--- src/tgen_pkg.sv ---
package tgen_pkg;

	// Local bus address width, shared by host side and downstream side
	localparam int BUS_AW = 17;

	// Full 32-bit bus data word
	typedef logic [31:0] word_t;

	// One program memory word
	// Holds a delay, a target address or one data half
	typedef logic [15:0] half_t;

	// Local bus address
	typedef logic [BUS_AW-1:0] bus_addr_t;

	// Upper address bits placed above a program's 16-bit target address
	typedef logic [BUS_AW-17:0] pad_t;

	// Sequencer states
	// Each read state is named after the word that arrives from the RAM in it
	typedef enum logic [2:0] {
		S_IDLE,
		S_RD_DELAY,
		S_RD_ADDR,
		S_RD_LO,
		S_RD_HI,
		S_WAIT
	} seq_state_e;

	// Monitor vector, from MSB down
	// Did-work of previous run, previous bank, current bank, requested bank
	typedef logic [3:0] status_t;

endpackage

--- src/tgen_delay_timer.sv ---
// Post-write delay counter
// Delay is in units of 2**tgen_gran clock cycles
module tgen_delay_timer #(
	parameter int tgen_gran = 0
) (
	input  logic            clk,
	input  logic            rst_n,
	input  logic            load,
	input  tgen_pkg::half_t delay,
	output logic            expired
);

	// Counter wide enough for the largest scaled delay
	localparam int CW = 16 + tgen_gran;

	logic [CW-1:0] count;

	always_ff @(posedge clk) begin
		if (!rst_n) begin
			count <= '0;
		end else if (load) begin
			// Scale by shifting in zeros at the bottom
			count <= CW'(delay) << tgen_gran;
		end else if (count != '0) begin
			count <= count - 1'b1;
		end
	end

	// Zero delay gives expired in the first wait cycle
	assign expired = (count == '0);

endmodule

--- config.mk ---
export PLATFORM = sky130hd
export DESIGN_NAME = tgen_delay_timer
export DESIGN_NICKNAME = d
export VERILOG_FILES = /design/src/tgen_pkg.sv /design/src/tgen_delay_timer.sv
export SDC_FILE = /design/constraint.sdc
export NUM_CORES = 1
export LEC_CHECK = 0
export BUFFER_PORTS_ARGS = -buffer_cell sky130_fd_sc_hd__buf_2
export CAP_MARGIN = 25
export CELL_PAD_IN_SITES_DETAIL_PLACEMENT = 1
export CELL_PAD_IN_SITES_GLOBAL_PLACEMENT = 1
export CORE_MARGIN = 2
export CORE_UTILIZATION = 38
export CTS_CLUSTER_SIZE = 40
export DETAILED_ROUTE_END_ITERATION = 8
export MAX_ROUTING_LAYER = met4
export PLACE_DENSITY = 0.85
export SKIP_LAST_GASP = 1
export SYNTH_ARGS = -nofsm -noshare
export SYNTH_HDL_FRONTEND = slang
export SYNTH_SLANG_ARGS = --single-unit
--- constraint.sdc ---
create_clock -name clk -period 6.8 [get_ports clk]
set_input_delay 1.36 -clock clk [delete_from_list [all_inputs] [get_ports clk]]
set_output_delay 1.36 -clock clk [all_outputs]
set_load 0.02 [all_outputs]
==> summary.txt <==
Status -> finished, final reports clean
CP Data Arrival Time -> 2.32 ns
Core Area -> 2410 µm²
Area of the multi-input gates -> 561 µm²
Worst-path maximum fanout -> 15
Leak Pwr -> 0.400 nW
CTS Buf Count -> 3
Pre-CTS WS -> 3.40 ns
Sw Ratio -> 34.0%
Antenna violations before repair -> 0
Post-route ant nets -> 0
Fin area -> 1050 µm²
PD cells -> 224 nW/µm²
Die ar. -> 2890 µm²
Largest net degree at the start of global routing -> 17
Fin. max-slew vios -> 0
Mean Syn Cell Area -> 8.10 µm²
CP Class -> register to output port
IO Port Bufs -> 19
Clock slew at reported path FFs -> 0.09 ns
Worst vdd ir -> 125 µV
Drc violations -> 0
Worst-Skew Late Latency -> 0.28 ns
Synth unique cells -> 39
Clock skew -> 0.000892 ns
Fill count -> 312
Average wire per standard cell -> 14.7 µm
Diodes inserted -> 0
Starting Density -> 39.0%
Register share of total power -> 48.4%
Slowest cell on the critical path -> or4_4
Post-cts sizing count -> 0
Largest registers -> count x16
Worst-Margin Slew -> 0.594 ns
Crit-path cells -> inv_1 -> ha_1 -> or3b_1 -> or4_4 -> nor2_1 -> buf_2
Crit end category -> output port
RSZ-0062 raised after global routing -> no
Internal power -> 0.156 mW
Worst setup margin -> 3.12 ns
Final hold slack -> 0.510 ns
Tightest Hold Check Type -> register to register
Share of layout cells above drive strength 1 -> 19.2%
Detail Placement HPWL -> 1790 µm
Min Tclk post-route -> 3.68 ns
Clock Tree Buf Depth -> 2
FF+latch count, synth -> 16
Vias per cell -> 5.78
Synthesized area -> 940 µm²
Top reg by flops -> count
Startpoint Class -> register
Yosys warning total -> 0
Max FFs per register -> 16
Syn Nets -> 136
DP Area -> 1030 µm²
Root Buffer -> clkbuf_4
Vias -> 924
CP required -> 5.44 ns
Gr usage total -> 19.5%
Max cap viols -> 0
Hold-fix buffers, CTS -> 0
Hold Violations, Final -> 0
Tcrit/Tclk final -> 54.1%
Seq. cell area -> 320 µm²
First-pass DRT Iterations -> 4
P_sw -> 0.0802 mW
# clock sinks -> 16
Post-synthesis sequential area ratio -> 34.1%
CTS tree -> yes
Final Net Count -> 152
Total Wirelength -> 2350 µm
Clk pwr share -> 20.7%
Area Overhead vs Synth -> 12.3%
Power consumption -> 0.236 mW
Largest stage delay, worst path -> 0.66 ns
Gate power share -> 30.9%
Io pins -> 20
Setup_tns -> 0 ns
First-pass GRT wire length -> 3960 µm
Row cnt -> 18
Die width -> 53.7 µm
Setup bufs post-CTS -> 0
Max-slew headroom -> 60.1%
1st-iter DRT viols -> 9
GPL Wtd Cong -> 0.769
GR Overflow Total -> 0
Final Setup Violations -> 0
Die height -> 53.7 µm
H-tree levels -> 1
Mapped Cells -> 116
Max Clock Freq -> 272 MHz
Vias in the first global route -> 927
-- synth_stat cells, drive strengths merged --
cell type	count	area [µm²]
nor3	8	40.0
or3	1	6.26
o311ai	2	17.5
o21ai	11	58.8
or3b	1	8.76
and4	2	17.5
a32o	1	10.0
o211ai	2	15.0
nor3b	1	7.51
nor4	4	25.0
o31a	1	8.76
nand3	6	30.0
clkinv	1	3.75
dfxtp	16	320
nor2	3	11.3
o311a	1	10.0
xnor2	7	61.3
a21oi	1	5.00
a31oi	1	6.26
or4	3	30.0
buf	4	25.0
and2	1	6.26
ha	1	12.5
o221ai	3	26.3
xor2	2	17.5
inv	4	15.0
nand2	14	52.6
clkbuf	4	15.0
o31ai	2	15.0
nor2b	1	6.26
a21boi	3	22.5
o2111ai	1	8.76
nand2b	1	6.26
a221oi	2	17.5
-- worst max-delay path, delay by kind of cell (launching register included) --
family | cells | cell delay, ns
AND/OR/NAND/NOR | 3 | 1.23
adder cells (fa/ha/maj) | 1 | 0.20
flip-flops | 1 | 0.34
buffers and inverters | 2 | 0.27
-- logic make-up (layout without fill, tap and decap cells) --
family / after synthesis / in the layout / synth area share [%]
flip-flops: 16 / 16 / 34.1
AND/OR/NAND/NOR: 46 / 46 / 26.4
XOR/XNOR: 9 / 9 / 8.39
adder cells (fa/ha/maj): 1 / 1 / 1.33
AO/OA/AOI/OAI: 31 / 31 / 23.6
buffers and inverters: 13 / 27 / 6.26
-- per-layer routing --
metal | up-vias | part of all wire, % | global-route usage, %
met3 | 0 | 5.3 | 5.00
met1 | 443 | 43 | 22.2
met5 | - | 0 | -
met2 | 20 | 51 | 34.1
li1 | 461 | - | -
met4 | 0 | 0 | 4.27
-- power groups by stage --
stage | Sequential [mW] | Clock [mW] | Combinational [mW]
detailed placement | 0.116 | 0 | 0.0730
global placement | 0.116 | 0 | 0.0697
CTS | 0.114 | 0.0522 | 0.0737
floorplan | 0.113 | 0 | 0.0582
global route | 0.116 | 0.0554 | 0.0828
finish | 0.114 | 0.0489 | 0.0729
-- placed cells by master, fill, tap and decap left out, types with 2 or more instances in the layout --
cell type	synthesis	layout
and4_1	2	2
or4_4	2	2
nor4_1	4	4
nor3_1	8	8
o211ai_1	2	2
dfxtp_1	16	16
inv_1	4	4
a221oi_1	2	2
xor2_1	2	2
clkbuf_4	0	3
o221ai_1	3	3
a21boi_1	3	3
o31ai_1	2	2
buf_2	2	19
nand2_1	14	14
xnor2_1	7	7
nor2_1	3	3
nand3_1	6	6
o21ai_0	10	10
-- layout make-up --
| type | instances | area share (%) |
|---|---|---|
| Multi-Input combinational cell | 87 | 53.1 |
| Inverter | 5 | 1.78 |
| Tap cell | 30 | 3.56 |
| Sequential cell | 16 | 30.4 |
| Timing Repair Buffer | 19 | 9.02 |
| Clock buffer | 3 | 2.14 |
-- stage by stage --
step	utilization (%)	cells
after floorplan	-	116
after global placement	42.8	157
after global routing	43.8	160
after CTS	43.8	160
after detailed placement	42.8	157
final	43.8	160
-- path summary, 6_finish.rpt --
check / slack (ns) / cells past startpoint / end / start
setup / recovery: 3.12 / 6 / expired / count[0]
hold / removal: 0.51 / 2 / count[6] / count[6]
setup reg to reg: 4.49 / 6 / count[1] / count[0]
hold reg to reg: 0.51 / 2 / count[6] / count[6]
Power figures use the tool's default switching activity.
