[config.mk]
export PLATFORM = sky130hd
export DESIGN_NAME = tgen_sequencer_flat
export DESIGN_NICKNAME = d
export VERILOG_FILES = /design/src/tgen_pkg.sv /design/src/tgen_step_if.sv /design/src/tgen_sequencer.sv /design/src/flat_wrapper.sv
export SDC_FILE = /design/constraint.sdc
export NUM_CORES = 1
export LEC_CHECK = 0
export CAP_MARGIN = 10
export CORE_MARGIN = 3
export CORE_UTILIZATION = 56
export CTS_BUF_LIST = sky130_fd_sc_hd__clkbuf_2
export CTS_CLUSTER_DIAMETER = 120
export DETAILED_ROUTE_END_ITERATION = 8
export DONT_BUFFER_PORTS = 1
export PLACE_DENSITY = 0.74
export SYNTH_ARGS = -nofsm -noshare
export SYNTH_HDL_FRONTEND = slang
export SYNTH_SLANG_ARGS = --single-unit
[constraint.sdc]
create_clock -name clk -period 2.26 [get_ports clk]
set_input_delay 0.226 -clock clk [delete_from_list [all_inputs] [get_ports clk]]
set_output_delay 0.226 -clock clk [all_outputs]
set_load 0.005 [all_outputs]
[src/tgen_pkg.sv]
package tgen_pkg;

	// Local bus address width, shared by host side and downstream side
	localparam int BUS_AW = 17;

	// Full 32-bit bus data word
	typedef logic [31:0] word_t;

	// One program memory word
	// Holds a delay, a target address or one data half
	typedef logic [15:0] half_t;

	// Local bus address
	typedef logic [BUS_AW-1:0] bus_addr_t;

	// Upper address bits placed above a program's 16-bit target address
	typedef logic [BUS_AW-17:0] pad_t;

	// Sequencer states
	// Each read state is named after the word that arrives from the RAM in it
	typedef enum logic [2:0] {
		S_IDLE,
		S_RD_DELAY,
		S_RD_ADDR,
		S_RD_LO,
		S_RD_HI,
		S_WAIT
	} seq_state_e;

	// Monitor vector, from MSB down
	// Did-work of previous run, previous bank, current bank, requested bank
	typedef logic [3:0] status_t;

endpackage

[src/tgen_step_if.sv]
// One program write request, sequencer to bus merger
// A valid strobe means "write this now", there is no back-pressure
interface tgen_step_if;

	// Single-cycle write strobe
	logic valid;

	// Lower 16 bits of the target address
	tgen_pkg::half_t addr;

	// Data halves, joined as {data_hi, data_lo}
	tgen_pkg::half_t data_lo;
	tgen_pkg::half_t data_hi;

	// Sequencer side
	modport src (
		output valid, addr, data_lo, data_hi
	);

	// Merger side
	modport dst (
		input valid, addr, data_lo, data_hi
	);

endinterface

[src/tgen_sequencer.sv]
// Program walker
// Reads four words per entry, issues one write, then waits out the delay
module tgen_sequencer #(
	parameter int pcw = 8
) (
	input  logic            clk,
	input  logic            rst_n,
	input  logic            trig,
	output logic [pcw-1:0]  rd_addr,
	input  tgen_pkg::half_t rd_data,
	output logic            trig_take,
	output logic            did_work,
	output logic            load,
	output tgen_pkg::half_t delay,
	input  logic            expired,
	tgen_step_if.src        step
);

	tgen_pkg::seq_state_e state;

	// Word index into the active bank, always one read ahead of the data
	logic [pcw-1:0] idx;

	// Captured entry words
	tgen_pkg::half_t delay_q;
	tgen_pkg::half_t addr_q;
	tgen_pkg::half_t lo_q;
	tgen_pkg::half_t hi_q;
	logic valid_q;

	// Triggers only count while idle
	assign trig_take = (state == tgen_pkg::S_IDLE) && trig;
	assign rd_addr = idx;

	// Timer loads as the high half arrives, so the first wait cycle sees the new count
	assign load = (state == tgen_pkg::S_RD_HI);
	assign delay = delay_q;

	assign step.valid = valid_q;
	assign step.addr = addr_q;
	assign step.data_lo = lo_q;
	assign step.data_hi = hi_q;

	always_ff @(posedge clk) begin
		if (!rst_n) begin
			state <= tgen_pkg::S_IDLE;
			idx <= '0;
			valid_q <= 1'b0;
			did_work <= 1'b0;
		end else begin
			valid_q <= 1'b0;
			case (state)
				tgen_pkg::S_IDLE: begin
					// Delay word of entry 0 is already being read
					if (trig_take) begin
						state <= tgen_pkg::S_RD_DELAY;
						idx <= idx + 1'b1;
						did_work <= 1'b0;
					end
				end
				tgen_pkg::S_RD_DELAY: begin
					state <= tgen_pkg::S_RD_ADDR;
					idx <= idx + 1'b1;
				end
				tgen_pkg::S_RD_ADDR: begin
					// Zero address word ends the program, no write and no wait
					if (rd_data == '0) begin
						state <= tgen_pkg::S_IDLE;
						idx <= '0;
					end else begin
						state <= tgen_pkg::S_RD_LO;
						idx <= idx + 1'b1;
					end
				end
				tgen_pkg::S_RD_LO: begin
					state <= tgen_pkg::S_RD_HI;
					idx <= idx + 1'b1;
				end
				tgen_pkg::S_RD_HI: begin
					// Write goes out next cycle
					state <= tgen_pkg::S_WAIT;
					valid_q <= 1'b1;
					did_work <= 1'b1;
				end
				tgen_pkg::S_WAIT: begin
					// idx back at zero means the last entry of the bank is done
					if (expired) begin
						if (idx == '0) begin
							state <= tgen_pkg::S_IDLE;
						end else begin
							state <= tgen_pkg::S_RD_DELAY;
							idx <= idx + 1'b1;
						end
					end
				end
				default: state <= tgen_pkg::S_IDLE;
			endcase
		end
	end

	// Capture each word in the cycle it arrives
	always_ff @(posedge clk) begin
		case (state)
			tgen_pkg::S_RD_DELAY: delay_q <= rd_data;
			tgen_pkg::S_RD_ADDR: addr_q <= rd_data;
			tgen_pkg::S_RD_LO: lo_q <= rd_data;
			tgen_pkg::S_RD_HI: hi_q <= rd_data;
			default: ;
		endcase
	end

endmodule

[src/flat_wrapper.sv]
// flat-port wrapper written by rule: the top's interface ports become plain ports
module tgen_sequencer_flat 
#(
	parameter int pcw = 8
)
  (clk, rst_n, trig, rd_addr, rd_data, trig_take, did_work, load, delay, expired, step_valid, step_addr, step_data_lo, step_data_hi);
  tgen_step_if step_i ();
  input  logic clk;
  input  logic rst_n;
  input  logic trig;
  output logic [pcw-1:0] rd_addr;
  input  tgen_pkg::half_t rd_data;
  output logic trig_take;
  output logic did_work;
  output logic load;
  output tgen_pkg::half_t delay;
  input  logic expired;
  output wire logic [$bits(step_i.valid)-1:0] step_valid;
  output wire logic [$bits(step_i.addr)-1:0] step_addr;
  output wire logic [$bits(step_i.data_lo)-1:0] step_data_lo;
  output wire logic [$bits(step_i.data_hi)-1:0] step_data_hi;
  assign step_valid = step_i.valid;
  assign step_addr = step_i.addr;
  assign step_data_lo = step_i.data_lo;
  assign step_data_hi = step_i.data_hi;
  tgen_sequencer #(.pcw(pcw)) u_core (.clk(clk), .rst_n(rst_n), .trig(trig), .rd_addr(rd_addr), .rd_data(rd_data), .trig_take(trig_take), .did_work(did_work), .load(load), .delay(delay), .expired(expired), .step(step_i));
endmodule
==> results.md <==
- Flop2flop setup slack: 330 ps
- Pre-CTS setup slack: 367.2 ps
- RSZ-0062 raised after global routing: false
- Detailed placer's ending HPWL: around 4000 um
- Clk buf depth: 2
- Syn nets: 196
- TritonRoute pass-1 iters: 4
- Share of post-route cells with drive strength above 1: 0.1226
- EDFF count, synth: 64
- Crit Path Max Fanout: 13
- Core Region: 4755 um2
- Vias in the first global route: 1678
- Gr ovfl total: 0
- Fin. max-slew vios: 0
- Final hold vios: 0
- Wirelength, routed: 6098 um
- Final worst slack: ~290 ps
- Setup violators final: 0
- Initial antenna violation count: 0
- Worst Clk Skew: between 20 and 25 ps
- Worst Tran Pin Value: 795.2 ps
- CP Cell Sequence: inv_1 -> nor3_2 -> buf_4
- Data required, critical path: 2030 ps
- CTS Sinks: 77
- Post-CTS setup buffer count: 0
- Largest delay share family, worst path: flip-flops
- RD Place Congestion: around 0.84
- Die Ht: 76.48 um
- Cts bufs inserted: 9
- Post-synth design cell area: ~2800 um2
- Crit path arrival time: between 1500 and 2000 ps
- Cell count after synthesis: 174
- CTS Root Cell: clkbuf_2
- Minimum clock period: 1974 ps
- Dominant cells by area after synthesis: edfxtp_1 69%, dfxtp_1 9.4%, nor3_1 2.2%, a21oi_1 1.6%, nand3_1 1.4%
- Post-route DRC: 0
- Worst setup EP type: primary output
- DR vias/cell: about 6.0
- Yosys cell types: 37
- Clk pin slew, worst setup/hold paths: approximately 200 ps
- Top cell type by total area after synthesis: edfxtp_1
- TritonCTS clock tree: yes
- Critical Path Max Stage Delay: about 600 ps
- Slew margin rel.: 0.4699
- Leak: 1.099 nW
- Worst skew pair latency: 480 ps
- Synth top area share: 0.6910
- GRT Util Overall: 0.2202
- Post-route setup TNS: 0 ps
- Max Cap Viol: 0
- Nets: 229
- Via count: 1669
- PD cells: approximately 1000 nW/um2
- Final-layout fill cell count: 353
- Wire per inst: 21.86 um
- Die width: 76.48 um
- Critical path class: register to primary output
- Crit-path slowest cell: dfxtp_1
- Port Buffer Count: 0
- Area delta synth->final: 15.25%
- Number of H-tree levels: 3
- Share of flip-flops with an asynchronous set or reset: 0
- YS warnings: 0
- VDD IR-drop max: 0.5856 mV
- Sequential share of the synthesized area: 0.7845
- Outcome: completed
- #FFs+latches synth: 77
- IO Count: 96
- Fin util: 0.6742
- CP Launch Type: register
- Initial core utilization: 0.5850
- Largest net degree at the start of global routing: 18
- Top_reg_cell synth: edfxtp_1
- DRT iter0 DRCs: about 150
- HP Class: input pin to register
- CP bufs+invs: 2
- Die Area: 5848 um2
- Ant. Diodes: 0
- Core Rows: 25
- Syn avg cell area: 15.99 um2
- First-pass GRT wire length: approximately 9500 um
- Final period util: 0.8736
- F_max: between 500 and 600 MHz
- Remaining antenna violation count: 0
stage by stage:
step	total power (W)	instances	area (um2)	hold slack (ps)
4_1_cts	0.003250	277	3186	5.647
3_5_place_dp	0.002525	243	2895	325.1
6_report	0.003244	279	3206	119.5
3_3_place_gp	0.002482	243	2895	325.1
2_1_floorplan	0.002328	174	2786	324.9
5_1_grt	0.003431	279	3206	59.02
synth_stat cells, types with 2 or more instances:
master / count
nor4_1: 5
inv_1: 8
a21o_1: 4
nor2b_1: 2
clkbuf_1: 2
o21a_1: 3
o21ai_0: 2
o211a_1: 2
nand2b_1: 3
dfxtp_1: 13
nor2_1: 4
and2_1: 3
or3_1: 2
ha_1: 2
and3_1: 3
o221ai_1: 3
nand3_1: 8
edfxtp_1: 64
a21oi_1: 9
nor3_1: 12
nand4_1: 4
state kept, by name, indices dropped and copies added, names as in the netlist:
name                 flops
u_core.delay            16
u_core.step.addr        16
u_core.step.data_hi     16
u_core.step.data_lo     16
u_core.rd_addr           8
u_core.state             3
u_core.did_work          1
u_core.step.valid        1
layout make-up:
type	count	area (um2)	share of cell area
clock buffers	12	60.06	0.01874
clock inverters	4	50.05	0.01561
inverters	8	30.03	0.009368
multi-input cells	85	554.3	0.1729
flip-flops and latches	77	2182	0.6807
well taps	67	83.83	0.02615
repair buffers	26	245.2	0.07650
report_power, final:
part,switching (W),internal [W]
Combinational,0.000323,0.000203
Clock,0.000445,0.000268
Sequential,0.000187,0.00182
layout by cell type (no fill, tap or decap), types with 3 or more instances in the layout:
cell type / netlist / final
dlygate4sd3_1: 0 / 20
clkbuf_2: 0 / 12
nor2_1: 4 / 4
nand2b_1: 3 / 3
a21o_1: 4 / 4
inv_1: 8 / 8
o221ai_1: 3 / 3
and2_1: 3 / 3
dfxtp_1: 13 / 13
a21oi_1: 9 / 9
nor3_1: 12 / 11
nand3_1: 8 / 8
edfxtp_1: 64 / 64
and3_1: 3 / 3
nor4_1: 5 / 5
o21a_1: 3 / 3
nand4_1: 4 / 4
buf_4: 1 / 6
logic make-up after synthesis:
| group | count (synthesis) | share of synthesized area |
|---|---|---|
| adder cells (fa/ha/maj) | 2 | 0.008995 |
| AO/OA/AOI/OAI | 31 | 0.07963 |
| flip-flops | 77 | 0.7845 |
| AND/OR/NAND/NOR | 52 | 0.1089 |
| buffers and inverters | 12 | 0.01799 |
final timing paths:
path | from | to | cells after the start
max | u_core.state[2] | load | 3
min | trig | u_core.did_work | 3
max reg2reg | u_core.rd_addr[1] | u_core.rd_addr[1] | 6
min reg2reg | u_core.rd_addr[4] | u_core.rd_addr[4] | 2
worst min-delay path: stages:
cell and delay (ps):
and2_1 150, nor2b_1 60, o21a_1 150
routing by layer:
metal	global-route usage	share of wire
met5	0	0
met4	0.1014	0.021
met3	0.07801	0.061
met2	0.3629	0.52
met1	0.2587	0.40
repair_timing:
| action | CTS | global route |
|---|---|---|
| hold endpoints to repair | 72 | 3 |
| hold buffers | 18 | 2 |
| setup endpoints to repair | 0 | 0 |
| resized for setup | 0 | 0 |
Power figures use the tool's default switching activity.
