File: src/tgen_pkg.sv
package tgen_pkg;

	// Local bus address width, shared by host side and downstream side
	localparam int BUS_AW = 17;

	// Full 32-bit bus data word
	typedef logic [31:0] word_t;

	// One program memory word
	// Holds a delay, a target address or one data half
	typedef logic [15:0] half_t;

	// Local bus address
	typedef logic [BUS_AW-1:0] bus_addr_t;

	// Upper address bits placed above a program's 16-bit target address
	typedef logic [BUS_AW-17:0] pad_t;

	// Sequencer states
	// Each read state is named after the word that arrives from the RAM in it
	typedef enum logic [2:0] {
		S_IDLE,
		S_RD_DELAY,
		S_RD_ADDR,
		S_RD_LO,
		S_RD_HI,
		S_WAIT
	} seq_state_e;

	// Monitor vector, from MSB down
	// Did-work of previous run, previous bank, current bank, requested bank
	typedef logic [3:0] status_t;

endpackage

File: src/tgen_step_if.sv
// One program write request, sequencer to bus merger
// A valid strobe means "write this now", there is no back-pressure
interface tgen_step_if;

	// Single-cycle write strobe
	logic valid;

	// Lower 16 bits of the target address
	tgen_pkg::half_t addr;

	// Data halves, joined as {data_hi, data_lo}
	tgen_pkg::half_t data_lo;
	tgen_pkg::half_t data_hi;

	// Sequencer side
	modport src (
		output valid, addr, data_lo, data_hi
	);

	// Merger side
	modport dst (
		input valid, addr, data_lo, data_hi
	);

endinterface

File: src/tgen_bus_merge.sv
// Output stage for the downstream bus
// Host pass-through wins, a program write in the same cycle is lost
module tgen_bus_merge (
	input  logic                clk,
	input  logic                rst_n,
	input  tgen_pkg::word_t     lb_data,
	input  tgen_pkg::bus_addr_t lb_addr,
	input  logic                lb_write,
	input  logic                dests_write,
	input  tgen_pkg::pad_t      addr_padding,
	tgen_step_if.dst            step,
	output tgen_pkg::word_t     lbo_data,
	output tgen_pkg::bus_addr_t lbo_addr,
	output logic                lbo_write,
	output logic                collision
);

	// Host write that is not aimed at the program memory
	logic write_thru;

	assign write_thru = lb_write && !dests_write;

	// Strobes
	always_ff @(posedge clk) begin
		if (!rst_n) begin
			lbo_write <= 1'b0;
			collision <= 1'b0;
		end else begin
			lbo_write <= write_thru || step.valid;
			// Single-cycle flag, counting is left to the user
			collision <= write_thru && step.valid;
		end
	end

	// Address and data follow whichever source owns the cycle
	always_ff @(posedge clk) begin
		if (write_thru) begin
			lbo_data <= lb_data;
			lbo_addr <= lb_addr;
		end else begin
			lbo_data <= {step.data_hi, step.data_lo};
			lbo_addr <= {addr_padding, step.addr};
		end
	end

endmodule

File: src/flat_wrapper.sv
// flat-port wrapper written by rule: the top's interface ports become plain ports
module tgen_bus_merge_flat 
  (clk, rst_n, lb_data, lb_addr, lb_write, dests_write, addr_padding, lbo_data, lbo_addr, lbo_write, collision, step_valid, step_addr, step_data_lo, step_data_hi);
  tgen_step_if step_i ();
  input  logic clk;
  input  logic rst_n;
  input  tgen_pkg::word_t lb_data;
  input  tgen_pkg::bus_addr_t lb_addr;
  input  logic lb_write;
  input  logic dests_write;
  input  tgen_pkg::pad_t addr_padding;
  output tgen_pkg::word_t lbo_data;
  output tgen_pkg::bus_addr_t lbo_addr;
  output logic lbo_write;
  output logic collision;
  input wire logic [$bits(step_i.valid)-1:0] step_valid;
  input wire logic [$bits(step_i.addr)-1:0] step_addr;
  input wire logic [$bits(step_i.data_lo)-1:0] step_data_lo;
  input wire logic [$bits(step_i.data_hi)-1:0] step_data_hi;
  assign step_i.valid = step_valid;
  assign step_i.addr = step_addr;
  assign step_i.data_lo = step_data_lo;
  assign step_i.data_hi = step_data_hi;
  tgen_bus_merge u_core (.clk(clk), .rst_n(rst_n), .lb_data(lb_data), .lb_addr(lb_addr), .lb_write(lb_write), .dests_write(dests_write), .addr_padding(addr_padding), .step(step_i), .lbo_data(lbo_data), .lbo_addr(lbo_addr), .lbo_write(lbo_write), .collision(collision));
endmodule
File: config.mk
export PLATFORM = sky130hd
export DESIGN_NAME = tgen_bus_merge_flat
export DESIGN_NICKNAME = d
export VERILOG_FILES = /design/src/tgen_pkg.sv /design/src/tgen_step_if.sv /design/src/tgen_bus_merge.sv /design/src/flat_wrapper.sv
export SDC_FILE = /design/constraint.sdc
export NUM_CORES = 1
export LEC_CHECK = 0
export ABC_AREA = 1
export BUFFER_PORTS_ARGS = -buffer_cell sky130_fd_sc_hd__buf_2
export CAP_MARGIN = 10
export CORE_UTILIZATION = 40
export DETAILED_ROUTE_END_ITERATION = 6
export GPL_TIMING_DRIVEN = 0
export HOLD_SLACK_MARGIN = 0.03
export PLACE_DENSITY = 0.8
export RECOVER_POWER = 100
export SLEW_MARGIN = 20
export SYNTH_ARGS = -nofsm -noshare
export SYNTH_HDL_FRONTEND = slang
export SYNTH_SLANG_ARGS = --single-unit
File: constraint.sdc
create_clock -name clk -period 1.1 [get_ports clk]
set_input_delay 0.165 -clock clk [delete_from_list [all_inputs] [get_ports clk]]
set_output_delay 0.165 -clock clk [all_outputs]
set_load 0.02 [all_outputs]
==> flow_results.org, run 1 <==
** Synthesis
- Mean instance size in the synthesized netlist :: about 8.1 um^2
- In this run, synthesis produced a sequential element count of 51.
- After technology mapping, the gate count stands at 220.
- Counting every net in the synthesized netlist gives between 300 and 400.
- The cell area that synthesis handed to floorplanning was between 0.0015 and 0.002 mm^2.
- Synthesis warning total :: 0
- Portion of the post-synthesis area used by sequential elements :: 0.5730
- Number of distinct library cell variants in the gate-level netlist after synthesis :: 9

** Setup path
- For the worst setup path, the data arrival time is ~0.85 ns.
- Max FO, Critical Path :: 1
- By startpoint and endpoint, the worst setup path is classified as flip-flop to output pin.
- In this run the number of cells on the critical path is 1.
- The worst setup path is launched from a flip-flop.
- The cell family contributing the most delay on the critical path is flip-flops.
- Req. time, crit path :: 0.94 ns
- Number of buffers and inverters on the critical path :: 1
- CP cell instances :: clkbuf_1
- Endpoint class of the critical path :: output pin
- Slowest cell on the critical path :: dfxtp_1
- For this run, the slowest stage of the critical path takes between 0.3 and 0.4 ns.

** Timing
- The tightest hold path in the finished design has a slack of slightly below 0.05 ns.
- Worst-Margin Slew :: roughly 0.47 ns
- Worst slew margin :: 0.6866
- Setup repair after global routing missed its margin :: no
- Upper clock frequency limit :: 986.5 MHz
- Tmin final :: just over 1 ns
- Summed over all failing endpoints, the final setup total negative slack is 0 ns.
- Final number of max-transition violations :: 0
- Hold violation count in the final report :: 0
- Setup violations remaining at the end of the flow were counted as 0.
- Period Utilization, post-route :: 0.9216

** Floorplanning
- The die covers approximately 0.0047 mm^2.
- From left edge to right edge, the die measures approximately 70 um.
- The initial utilization of the core area, before any placement, comes to 0.4300.
- Pin placement for this block handled 154 I/O pins.
- Standard cell core area :: roughly 0.0041 mm^2
- From bottom edge to top edge, the die measures between 60 and 70 um.
- The floorplan has 23 rows.

** Outcome
- Status :: completed

** Finish
- Area occupied by registers :: 0.001021 mm^2
- The repair_antennas step left the layout with diodes totalling 0.
- The finished cells cover approximately 0.0026 mm^2.
- After the last flow step, the layout net total stands at between 400 and 500.
- Summing all multi-input logic gate instances after layout gives approximately 630 um^2.
- Leaving out filler cells and counting taps, the final layout contains 430.
- Fraction of final layout cells sized beyond drive strength 1 :: 0.4000
- Measured on the finished design, the core utilization comes to 0.6365.
- Synth-to-Final Area Change :: 48.03%
- The layout has about 390 filler cells.

** Min path
- Cell count of the worst hold path :: 3
- Worst Hold Path EP :: u_core.lbo_data[9]
- The path class of the tightest hold or removal check is input pin to flip-flop.
- Hold path start :: step_data_lo[9]

** Detailed routing
- Drc violations :: 0
- DR WL/cell :: approximately 11 um
- Remaining number of nets flagged by the antenna check after routing :: 0
- The first detailed-routing pass ran for 4 iterations.
- Detailed-route wire length :: roughly 4.8 mm
- Via-per-instance ratio :: roughly 4.6
- Summing over every cut layer, the via total after detailed routing is between 1,500 and 2,000.
- After the first detailed-routing iteration, the DRC count stood at 67.

** Job
- Max-cap violations :: 0

** CTS
- The clock drives 51 sinks.
- The clock passes through at most 2 buffers.
- The number of hold buffers added after CTS was 0.
- Clk slew on worst S/H paths :: ~0.090 ns
- After clock tree synthesis, the repair step resized 0 gates.
- Once the clock tree was built, the setup fixing pass inserted 0 buffers.
- The tree is rooted in a clkbuf_8.
- Clock tree from TritonCTS :: built
- Clock buffers created by TritonCTS :: 5
- In this run the number of H-tree levels came out at 2.

** Global route
- The total overflow left after global routing is 0.
- Maximum number of pins on one net before global-route repair :: 15
- Across every metal layer, demand over resource in global routing totals 0.2068.
- The first global-routing pass estimated around 7.2 mm of wire.
- The initial antenna violation count came to 0.
- Vias in the first global route :: 1,748

** Pwr
- Leakage Power :: 1.526 nW
- VDD sags by at most approximately 0.00089 V.
- Power density cells :: ~1500 mW/mm^2

** Placed design
- IO buf count :: approximately 150
- After detailed placement, the total cell area comes to about 0.0026 mm^2.
- Placed insts :: 422
- At the end of routability-driven placement, the weighted congestion stood at ~0.72.
- Placed wire-length estimate :: around 3.7 mm
## cell usage in the layout, fill, tap and decap left out
| cell type | instances |
|---|---|
| buf_4 | 2 |
| buf_2 | 134 |
| inv_1 | 1 |
| clkbuf_8 | 7 |
| nor2_1 | 1 |
| clkbuf_1 | 24 |
| dfxtp_1 | 51 |
| nand3_1 | 50 |
| clkbuf_2 | 9 |
| nand2_1 | 101 |
## logic make-up (layout without fill, tap and decap cells)
| kind of cell | count (synthesis) | in the layout | synth area share |
|---|---|---|---|
| buffers and inverters | 17 | 177 | 0.06741 |
| flip-flops | 51 | 51 | 0.5730 |
| AND/OR/NAND/NOR | 152 | 152 | 0.3595 |
## metrics by stage
step,worst slack (ns),power [W]
finish,0.08628,0.003940
global route,0.05383,0.004150
floorplan,0.4072,0.002505
CTS,0.1391,0.004022
detailed placement,0.2116,0.002877
global placement,0.2494,0.002855
## layout make-up
cell class                      count  share of cell area
Timing Repair Buffer              152              0.2804
Clock buffer                        8             0.03795
Sequential cell                    51              0.3871
Multi-Input combinational cell    152              0.2400
Tap cell                           50             0.02372
Inverter                            1            0.001423
Buffer                             16             0.02941
## worst max path at each step
stage / startpoint / endpoint / slack (ns)
floorplan: lb_write / u_core.lbo_addr[0] / 0.41
global placement: dests_write / u_core.lbo_addr[6] / 0.25
detailed placement: dests_write / u_core.lbo_addr[13] / 0.21
CTS: u_core.lbo_addr[13] / lbo_addr[13] / 0.14
global route: u_core.lbo_addr[8] / lbo_addr[8] / 0.05
finish: u_core.lbo_data[6] / lbo_data[6] / 0.09
## flip-flops by register name (all words and copies together), names as in the netlist
signal	cells
u_core.lbo_write	1
u_core.collision	1
u_core.lbo_data	32
u_core.lbo_addr	17
## synth_stat cells, drive strengths merged
| master | instances | area share |
|---|---|---|
| nand3 | 50 | 0.14 |
| inv | 1 | 0.0021 |
| dfxtp | 51 | 0.57 |
| buf | 16 | 0.065 |
| nor2 | 1 | 0.0021 |
| nand2 | 101 | 0.22 |
## report_power, final
part / switching (W) / leakage (nW) / internal [W]
clock network: 0.000573 / 0.0515 / 0.000575
registers: 0.0000335 / 0.430 / 0.00200
logic: 0.000461 / 1.05 / 0.000301
total: 0.00107 / 1.53 / 0.00287
## routing by layer
layer	track usage	part of all wire	vias to the layer above
met5	0	0	-
met2	0.3848	0.51	91
li1	-	-	1013
met4	0.07143	0.0087	0
met1	0.2090	0.38	887
met3	0.07895	0.099	5
Note: power is estimated with default switching activity, not from simulation.
==> inputs of run 2 (changes only) <==
Settings changed: PLACE_DENSITY 0.8 to 0.84.
==> run 2 against run 1 <==
Effect of this change:
- largest power group unchanged
- power up 0.19%
- setup slack worse by 0.0066 ns
- cell count unchanged
- flip-flop and latch count unchanged
- die area unchanged
- utilization down 0.12 points
- critical path type unchanged
==> flow_results.org, run 2 (synthesis results as in run 1) <==
** Global route
- Met1 global-route usage :: 0.2095
- Met2 Use GR :: 0.4044
- Met3 usage in global routing :: 0.06908
- The first global-routing pass estimated ~7.4 mm of wire.
- Vias in the first global route :: 1,794
- Congestion Overflow GR :: 0
- Gr usage total :: 0.2139
- Maximum number of pins on one net before global-route repair :: 15
- GR peak layer :: met2
- Initial antenna violation count :: 0

** Setup path
- The slowest stage of the critical path is the dfxtp_1 cell.
- In this run the worst path has a maximum fanout of 1.
- Req. time, crit path :: 0.94 ns
- STA classifies the critical path startpoint as a flip-flop.
- Largest stage delay, worst path :: between 0.3 and 0.4 ns
- CP cell instances :: clkbuf_1
- STA classifies the critical path endpoint as an output pin.
- Counting both buffers and inverters, the worst setup path holds a total of 1.
- By startpoint and endpoint, the worst setup path is classified as flip-flop to output pin.
- Cell family with most CP delay :: flip-flops
- Worst EP arrival :: 0.86 ns

** Placed design
- Final estimated routing congestion in global placement :: about 0.72
- At the placement stage, the worst setup path has a slack of ~0.22 ns.
- IO buf count :: 152
- Detailed placement finished with a half-perimeter wire length of ~3.7 mm.

** CTS
- H-Tree Depth :: 2
- Clk slew on worst S/H paths :: roughly 0.09 ns
- Maximum count of clock buffers along a single path :: 2
- In this run, CTS created clock tree buffers numbering 5.
- Gates resized, CTS repair :: 0
- Root Driver :: clkbuf_8
- In this run the post-CTS setup repair buffer count came out at 0.
- Number of buffers added to fix hold violations after cts :: 0
- TritonCTS built the clock tree.
- Clock net sink count :: 51

** Timing
- Final number of max-transition violations :: 0
- Headroom to the max-slew limit came out at 0.6733.
- The tightest hold path in the finished design has a slack of 0.04824 ns.
- Final setup slack of the worst path :: about 0.08 ns
- Number of failing setup endpoints in the final timing report :: 0
- Worst-Margin Slew :: slightly below 0.5 ns
- Period Utilization, post-route :: 0.9275
- Upper clock frequency limit :: 980.1 MHz
- Setup repair after global routing left no endpoint under its margin.
- TNS Setup :: 0 ns
- The final hold violation count was 0.
- Subtracting the final worst setup slack from the clock period gives approximately 1 ns.

** Floorplanning
- Overall die area :: roughly 0.0047 mm^2
- Standard cell core area :: ~0.0041 mm^2
- X dimension of the die :: between 60 and 70 um
- The initial utilization of the core area, before any placement, comes to 0.4300.
- In this run the vertical extent of the chip is 68.74 um.
- After floorplanning, the core was divided into 23 placement rows.
- Pin placement for this block handled roughly 150 I/O pins.

** Detailed routing
- Drc violations :: 0
- DR WL/cell :: 11.33 um
- Detailed-route wire length :: roughly 4.9 mm
- The routed layout has approximately 2,000 vias.
- Remaining number of nets flagged by the antenna check after routing :: 0
- For this block, the initial DRC count from the detailed router was 62.
- Via-per-instance ratio :: about 4.5
- Before antenna repair, the detailed router went through 4 iterations.

** Pwr
- IR analysis of the VDD net gives a maximum drop of 0.0007888 V.
- Power density cells :: roughly 1500 mW/mm^2
- The analysis attributes to cell leakage a power of ~1.5 nW.
- The design draws slightly below 0.004 W.
- Of the total power, the clock network draws 0.293.
- Share of total power in combinational logic :: 0.192
- Reg power frac :: 0.514
- For this design the total switching power over the nets is 0.001078 W.
- Internal power comes to between 0.002 and 0.003 W.
- Switching share of power :: 0.2731

** Finish
- Biggest registers after layout :: u_core.lbo_data x32, u_core.lbo_addr x17
- The library cells used most frequently in the layout, excluding fill and tap cells, are buf_2 (126), nand2_1 (101), dfxtp_1 (51).
- Measured on the finished design, the core utilization comes to 0.6353.
- Ant. Diodes :: 0
- Most common library cell in the layout ignoring fill and taps :: buf_2
- Compared with the post-synthesis result, the final layout area differs by 47.75%.
- For this run, the post-layout net count is between 400 and 500.
- Fraction of final layout cells sized beyond drive strength 1 :: 0.3895
- Register with the most flip-flops :: u_core.lbo_data
- Number of flip-flops in the largest register :: 32

** Outcome
- Status :: completed

** Min path
- The worst hold path was traced through 3 stages.
- The worst hold path belongs to the class input pin to flip-flop.
- The worst hold path terminates at u_core.lbo_addr[16].
- Hold path start :: addr_padding

** Job
- Max-cap violations in this run came to 0.
[run 2: how the worst max path moves through the flow]
stage | start | end | slack (ns) | cells past startpoint
3_3_place_gp | dests_write | u_core.lbo_addr[0] | 0.23 | 6
6_report | u_core.lbo_data[15] | lbo_data[15] | 0.08 | 1
4_1_cts | u_core.lbo_data[21] | lbo_data[21] | 0.13 | 1
3_5_place_dp | dests_write | u_core.lbo_addr[0] | 0.22 | 6
5_1_grt | u_core.lbo_addr[7] | lbo_addr[7] | 0.05 | 1
2_1_floorplan | lb_write | u_core.lbo_addr[0] | 0.41 | 4
[run 2: routing by layer]
layer | vias to the layer above | wire length [um]
met4 | 0 | 114
met3 | 11 | 412
met1 | 835 | 1853
met2 | 89 | 2492
li1 | 1010 | -
met5 | - | 0
[run 2: per-stage QoR]
stage               std cells  area, um^2
global placement          422        2605
CTS                       430        2705
detailed placement        422        2605
floorplan                 220        1782
finish                    430        2633
global route              430        2633
[run 2: cell type report]
type | instances | area, um^2
clock buffers | 8 | 100.1
inverters | 1 | 3.754
multi-input cells | 152 | 633.1
flip-flops and latches | 51 | 1021
well taps | 50 | 62.56
plain buffers | 16 | 78.83
repair buffers | 152 | 733.2
fillers | 387 | 1511
[run 2: power groups by stage]
stage / Combinational [W] / Sequential [W] / Clock [W]
final: 0.000759 / 0.00203 / 0.00116
after global routing: 0.000848 / 0.00205 / 0.00128
after CTS: 0.000805 / 0.00203 / 0.00118
after detailed placement: 0.000803 / 0.00207 / 0
after global placement: 0.000787 / 0.00207 / 0
after floorplan: 0.000227 / 0.00228 / 0
==> inputs of run 3 (changes only) <==
Settings changed: CORE_ASPECT_RATIO set to 0.75.
==> run 3 against run 2 <==
Effect of this change:
- maximum frequency rose by 0.37%
- sequential power hardly changed
- die area about the same
- global-route usage fell by 0.26 points
- setup slack better by 0.0038 ns
- largest power group unchanged
- highest routed layer unchanged
==> flow_results.org, run 3 (synthesis results as in run 1) <==
** Outcome
- The flow ran to the end, and the final reports show no timing, DRC or antenna violations.

** CTS
- CTS built an H-tree with a depth of 2.
- The number of setup buffers added after CTS is 0.
- CTS saw around 50 sinks.
- The longest clock path from root to sink contains 2 buffers.
- The cell sitting at the root of the clock tree is a clkbuf_8.
- After clock tree synthesis, the clock-pin slew on the worst setup and hold paths is 0.09 ns.
- Number of buffers added to fix hold violations after cts :: 0
- Gates resized, CTS repair :: 0
- In this run, CTS created clock tree buffers numbering 5.
- TritonCTS built the clock tree.

** Timing
- For this run, the top clock speed supported by timing is between 900 and 1000 MHz.
- Period Utilization, post-route :: 0.9241
- Worst-Margin Slew :: 0.4213 ns
- The worst path in the final design needs a cycle of a little over 1 ns, including I/O delays and setup.
- TNS Setup :: 0 ns
- Number of failing setup endpoints in the final timing report :: 0
- Setup repair after global routing missed its margin :: no
- Final number of max-transition violations :: 0
- Worst Hold Slack :: approximately 0.051 ns
- Worst slew margin :: 0.7192
- Hold violation count in the final report :: 0

** Global route
- Entering global routing, the biggest net connects 16 pins.
- The total overflow left after global routing is 0.
- The initial antenna violation count was 0.
- Vias in the first global route :: between 1,500 and 2,000
- Gr usage total :: 0.2113
- Wire length of the first global-routing pass :: approximately 7.6 mm

** Min path
- Cell count of the worst hold path :: 3
- Worst hold-check path type :: input pin to flip-flop
- Hold path start :: step_data_lo[11]

** Floorplanning
- The floorplan step defined a die boundary enclosing ~0.0047 mm^2.
- The die is between 70 and 80 um wide.
- The floorplan has 20 rows.
- Number of primary I/O pins :: roughly 150
- Measured along the y axis, the die boundary spans around 60 um.
- Standard cell core area :: roughly 0.0042 mm^2
- The initial utilization of the core area, before any placement, comes to 0.4289.

** Detailed routing
- Count of routing violations after the opening detailed-route iteration :: 102
- After detailed routing, the total wire length is ~5.0 mm.
- The first detailed-routing pass took 4 iterations.
- In the routed design, unresolved DRC markers number 0.
- Vias :: around 2,000
- After detailed routing, the number of vias per cell comes to between 4 and 5.
- In the final routed layout, each cell accounts on average for about 11 um.
- Remaining number of nets flagged by the antenna check after routing :: 0

** Finish
- Biggest registers after layout :: u_core.lbo_data x32, u_core.lbo_addr x17
- Number of flip-flops in the largest register :: 32
- Leading cell types in the layout, fill and taps excluded :: buf_2 (124), nand2_1 (101), dfxtp_1 (51)
- Fraction of final layout cells sized beyond drive strength 1 :: 0.3658
- Leaving out fill and tap cells, the most frequent cell in the layout is buf_2.
- The area growth from synthesis to layout is 50.35%.
- Register with the most flip-flops :: u_core.lbo_data
- Ant. Diodes :: 0
- After the flow finishes, the layout carries non-filler instances totaling approximately 440.
- The final layout contains slightly below 500 nets.

** Setup path
- In this run the number of cells on the critical path is 1.
- Worst EP arrival :: between 0.8 and 0.9 ns
- Data on the critical path is required at its endpoint by around 0.94 ns.
- Largest stage delay, worst path :: around 0.32 ns
- Slowest cell on the critical path :: dfxtp_1
- Max FO, Critical Path :: 1
- STA classifies the critical path startpoint as a flip-flop.
- Counting both buffers and inverters, the worst setup path holds a total of 1.
- Source of the critical timing path :: u_core.lbo_addr[8]
- The worst setup path is of the flip-flop to output pin kind.
- STA classifies the critical path endpoint as an output pin.
- Among cell families on the critical path, the largest total delay comes from flip-flops.
- Walking the worst path, the cells encountered are clkbuf_1.

** Placed design
- Final estimated routing congestion in global placement :: 0.7583
- IO buf count :: 152
- Placed wire-length estimate :: around 3.9 mm
- Once placement completed, the tool counted placed cells totaling roughly 430.

** Pwr
- Dividing total power by cell area gives a power density of ~1600 mW/mm^2.
- The worst-case IR drop observed on VDD is 0.0008560 V.
- In this run the static leakage power is approximately 1.5 nW.

** Job
- Max-cap violations :: 0
==> run 3: cell count changes in the layout (fill, tap and decap cells not counted) <==
cell       delta
buf_2         -2
buf_6         +3
bufinv_16     +2
clkbuf_1      +9
clkbuf_2     -10
clkbuf_8      -2
==> run 3: report_power, final <==
group          internal [W]  switching [W]  total, W  leakage (nW)
combinational      0.000297       0.000463  0.000760          1.01
sequential          0.00200      0.0000385   0.00204         0.430
clock              0.000909       0.000577   0.00149        0.0654
total               0.00320        0.00108   0.00428          1.51
==> run 3: through the flow <==
stage | utilization | cell area [um^2] | total power [W] | setup slack [ns]
floorplan | - | 1782 | 0.002505 | 0.4072
global placement | 0.6286 | 2611 | 0.002857 | 0.2172
detailed placement | 0.6286 | 2611 | 0.002880 | 0.2292
CTS | 0.6605 | 2744 | 0.004358 | 0.1290
global route | 0.6449 | 2679 | 0.004470 | 0.05362
finish | 0.6449 | 2679 | 0.004282 | 0.08348
==> run 3: layout make-up <==
cell class / instances / area, um^2
Inverter: 1 / 3.754
Timing Repair Buffer: 152 / 720.7
Fill cell: 402 / 1475
Multi-Input combinational cell: 152 / 633.1
Buffer: 16 / 98.84
Tap cell: 55 / 68.82
Clock buffer: 6 / 72.57
Clock inverter: 2 / 60.06
Sequential cell: 51 / 1021
==> run 3: worst min-delay path: cells and delay by family <==
kind | cells | cell delay, ns
buffers and inverters | 1 | 0.07
AND/OR/NAND/NOR | 2 | 0.08
==> run 3: worst paths after layout <==
kind,end,slack (ns)
max,lbo_addr[8],0.08
min,u_core.lbo_data[11],0.05
==> run 3: per-layer routing <==
metal	part of all wire	GRT usage	wire length [um]	up-vias
li1	-	-	-	1012
met2	0.50	0.4163	2452	92
met5	0	0	0	-
met3	0.096	0.07786	477	6
met4	0.012	0.06234	61	0
met1	0.40	0.2088	1960	851
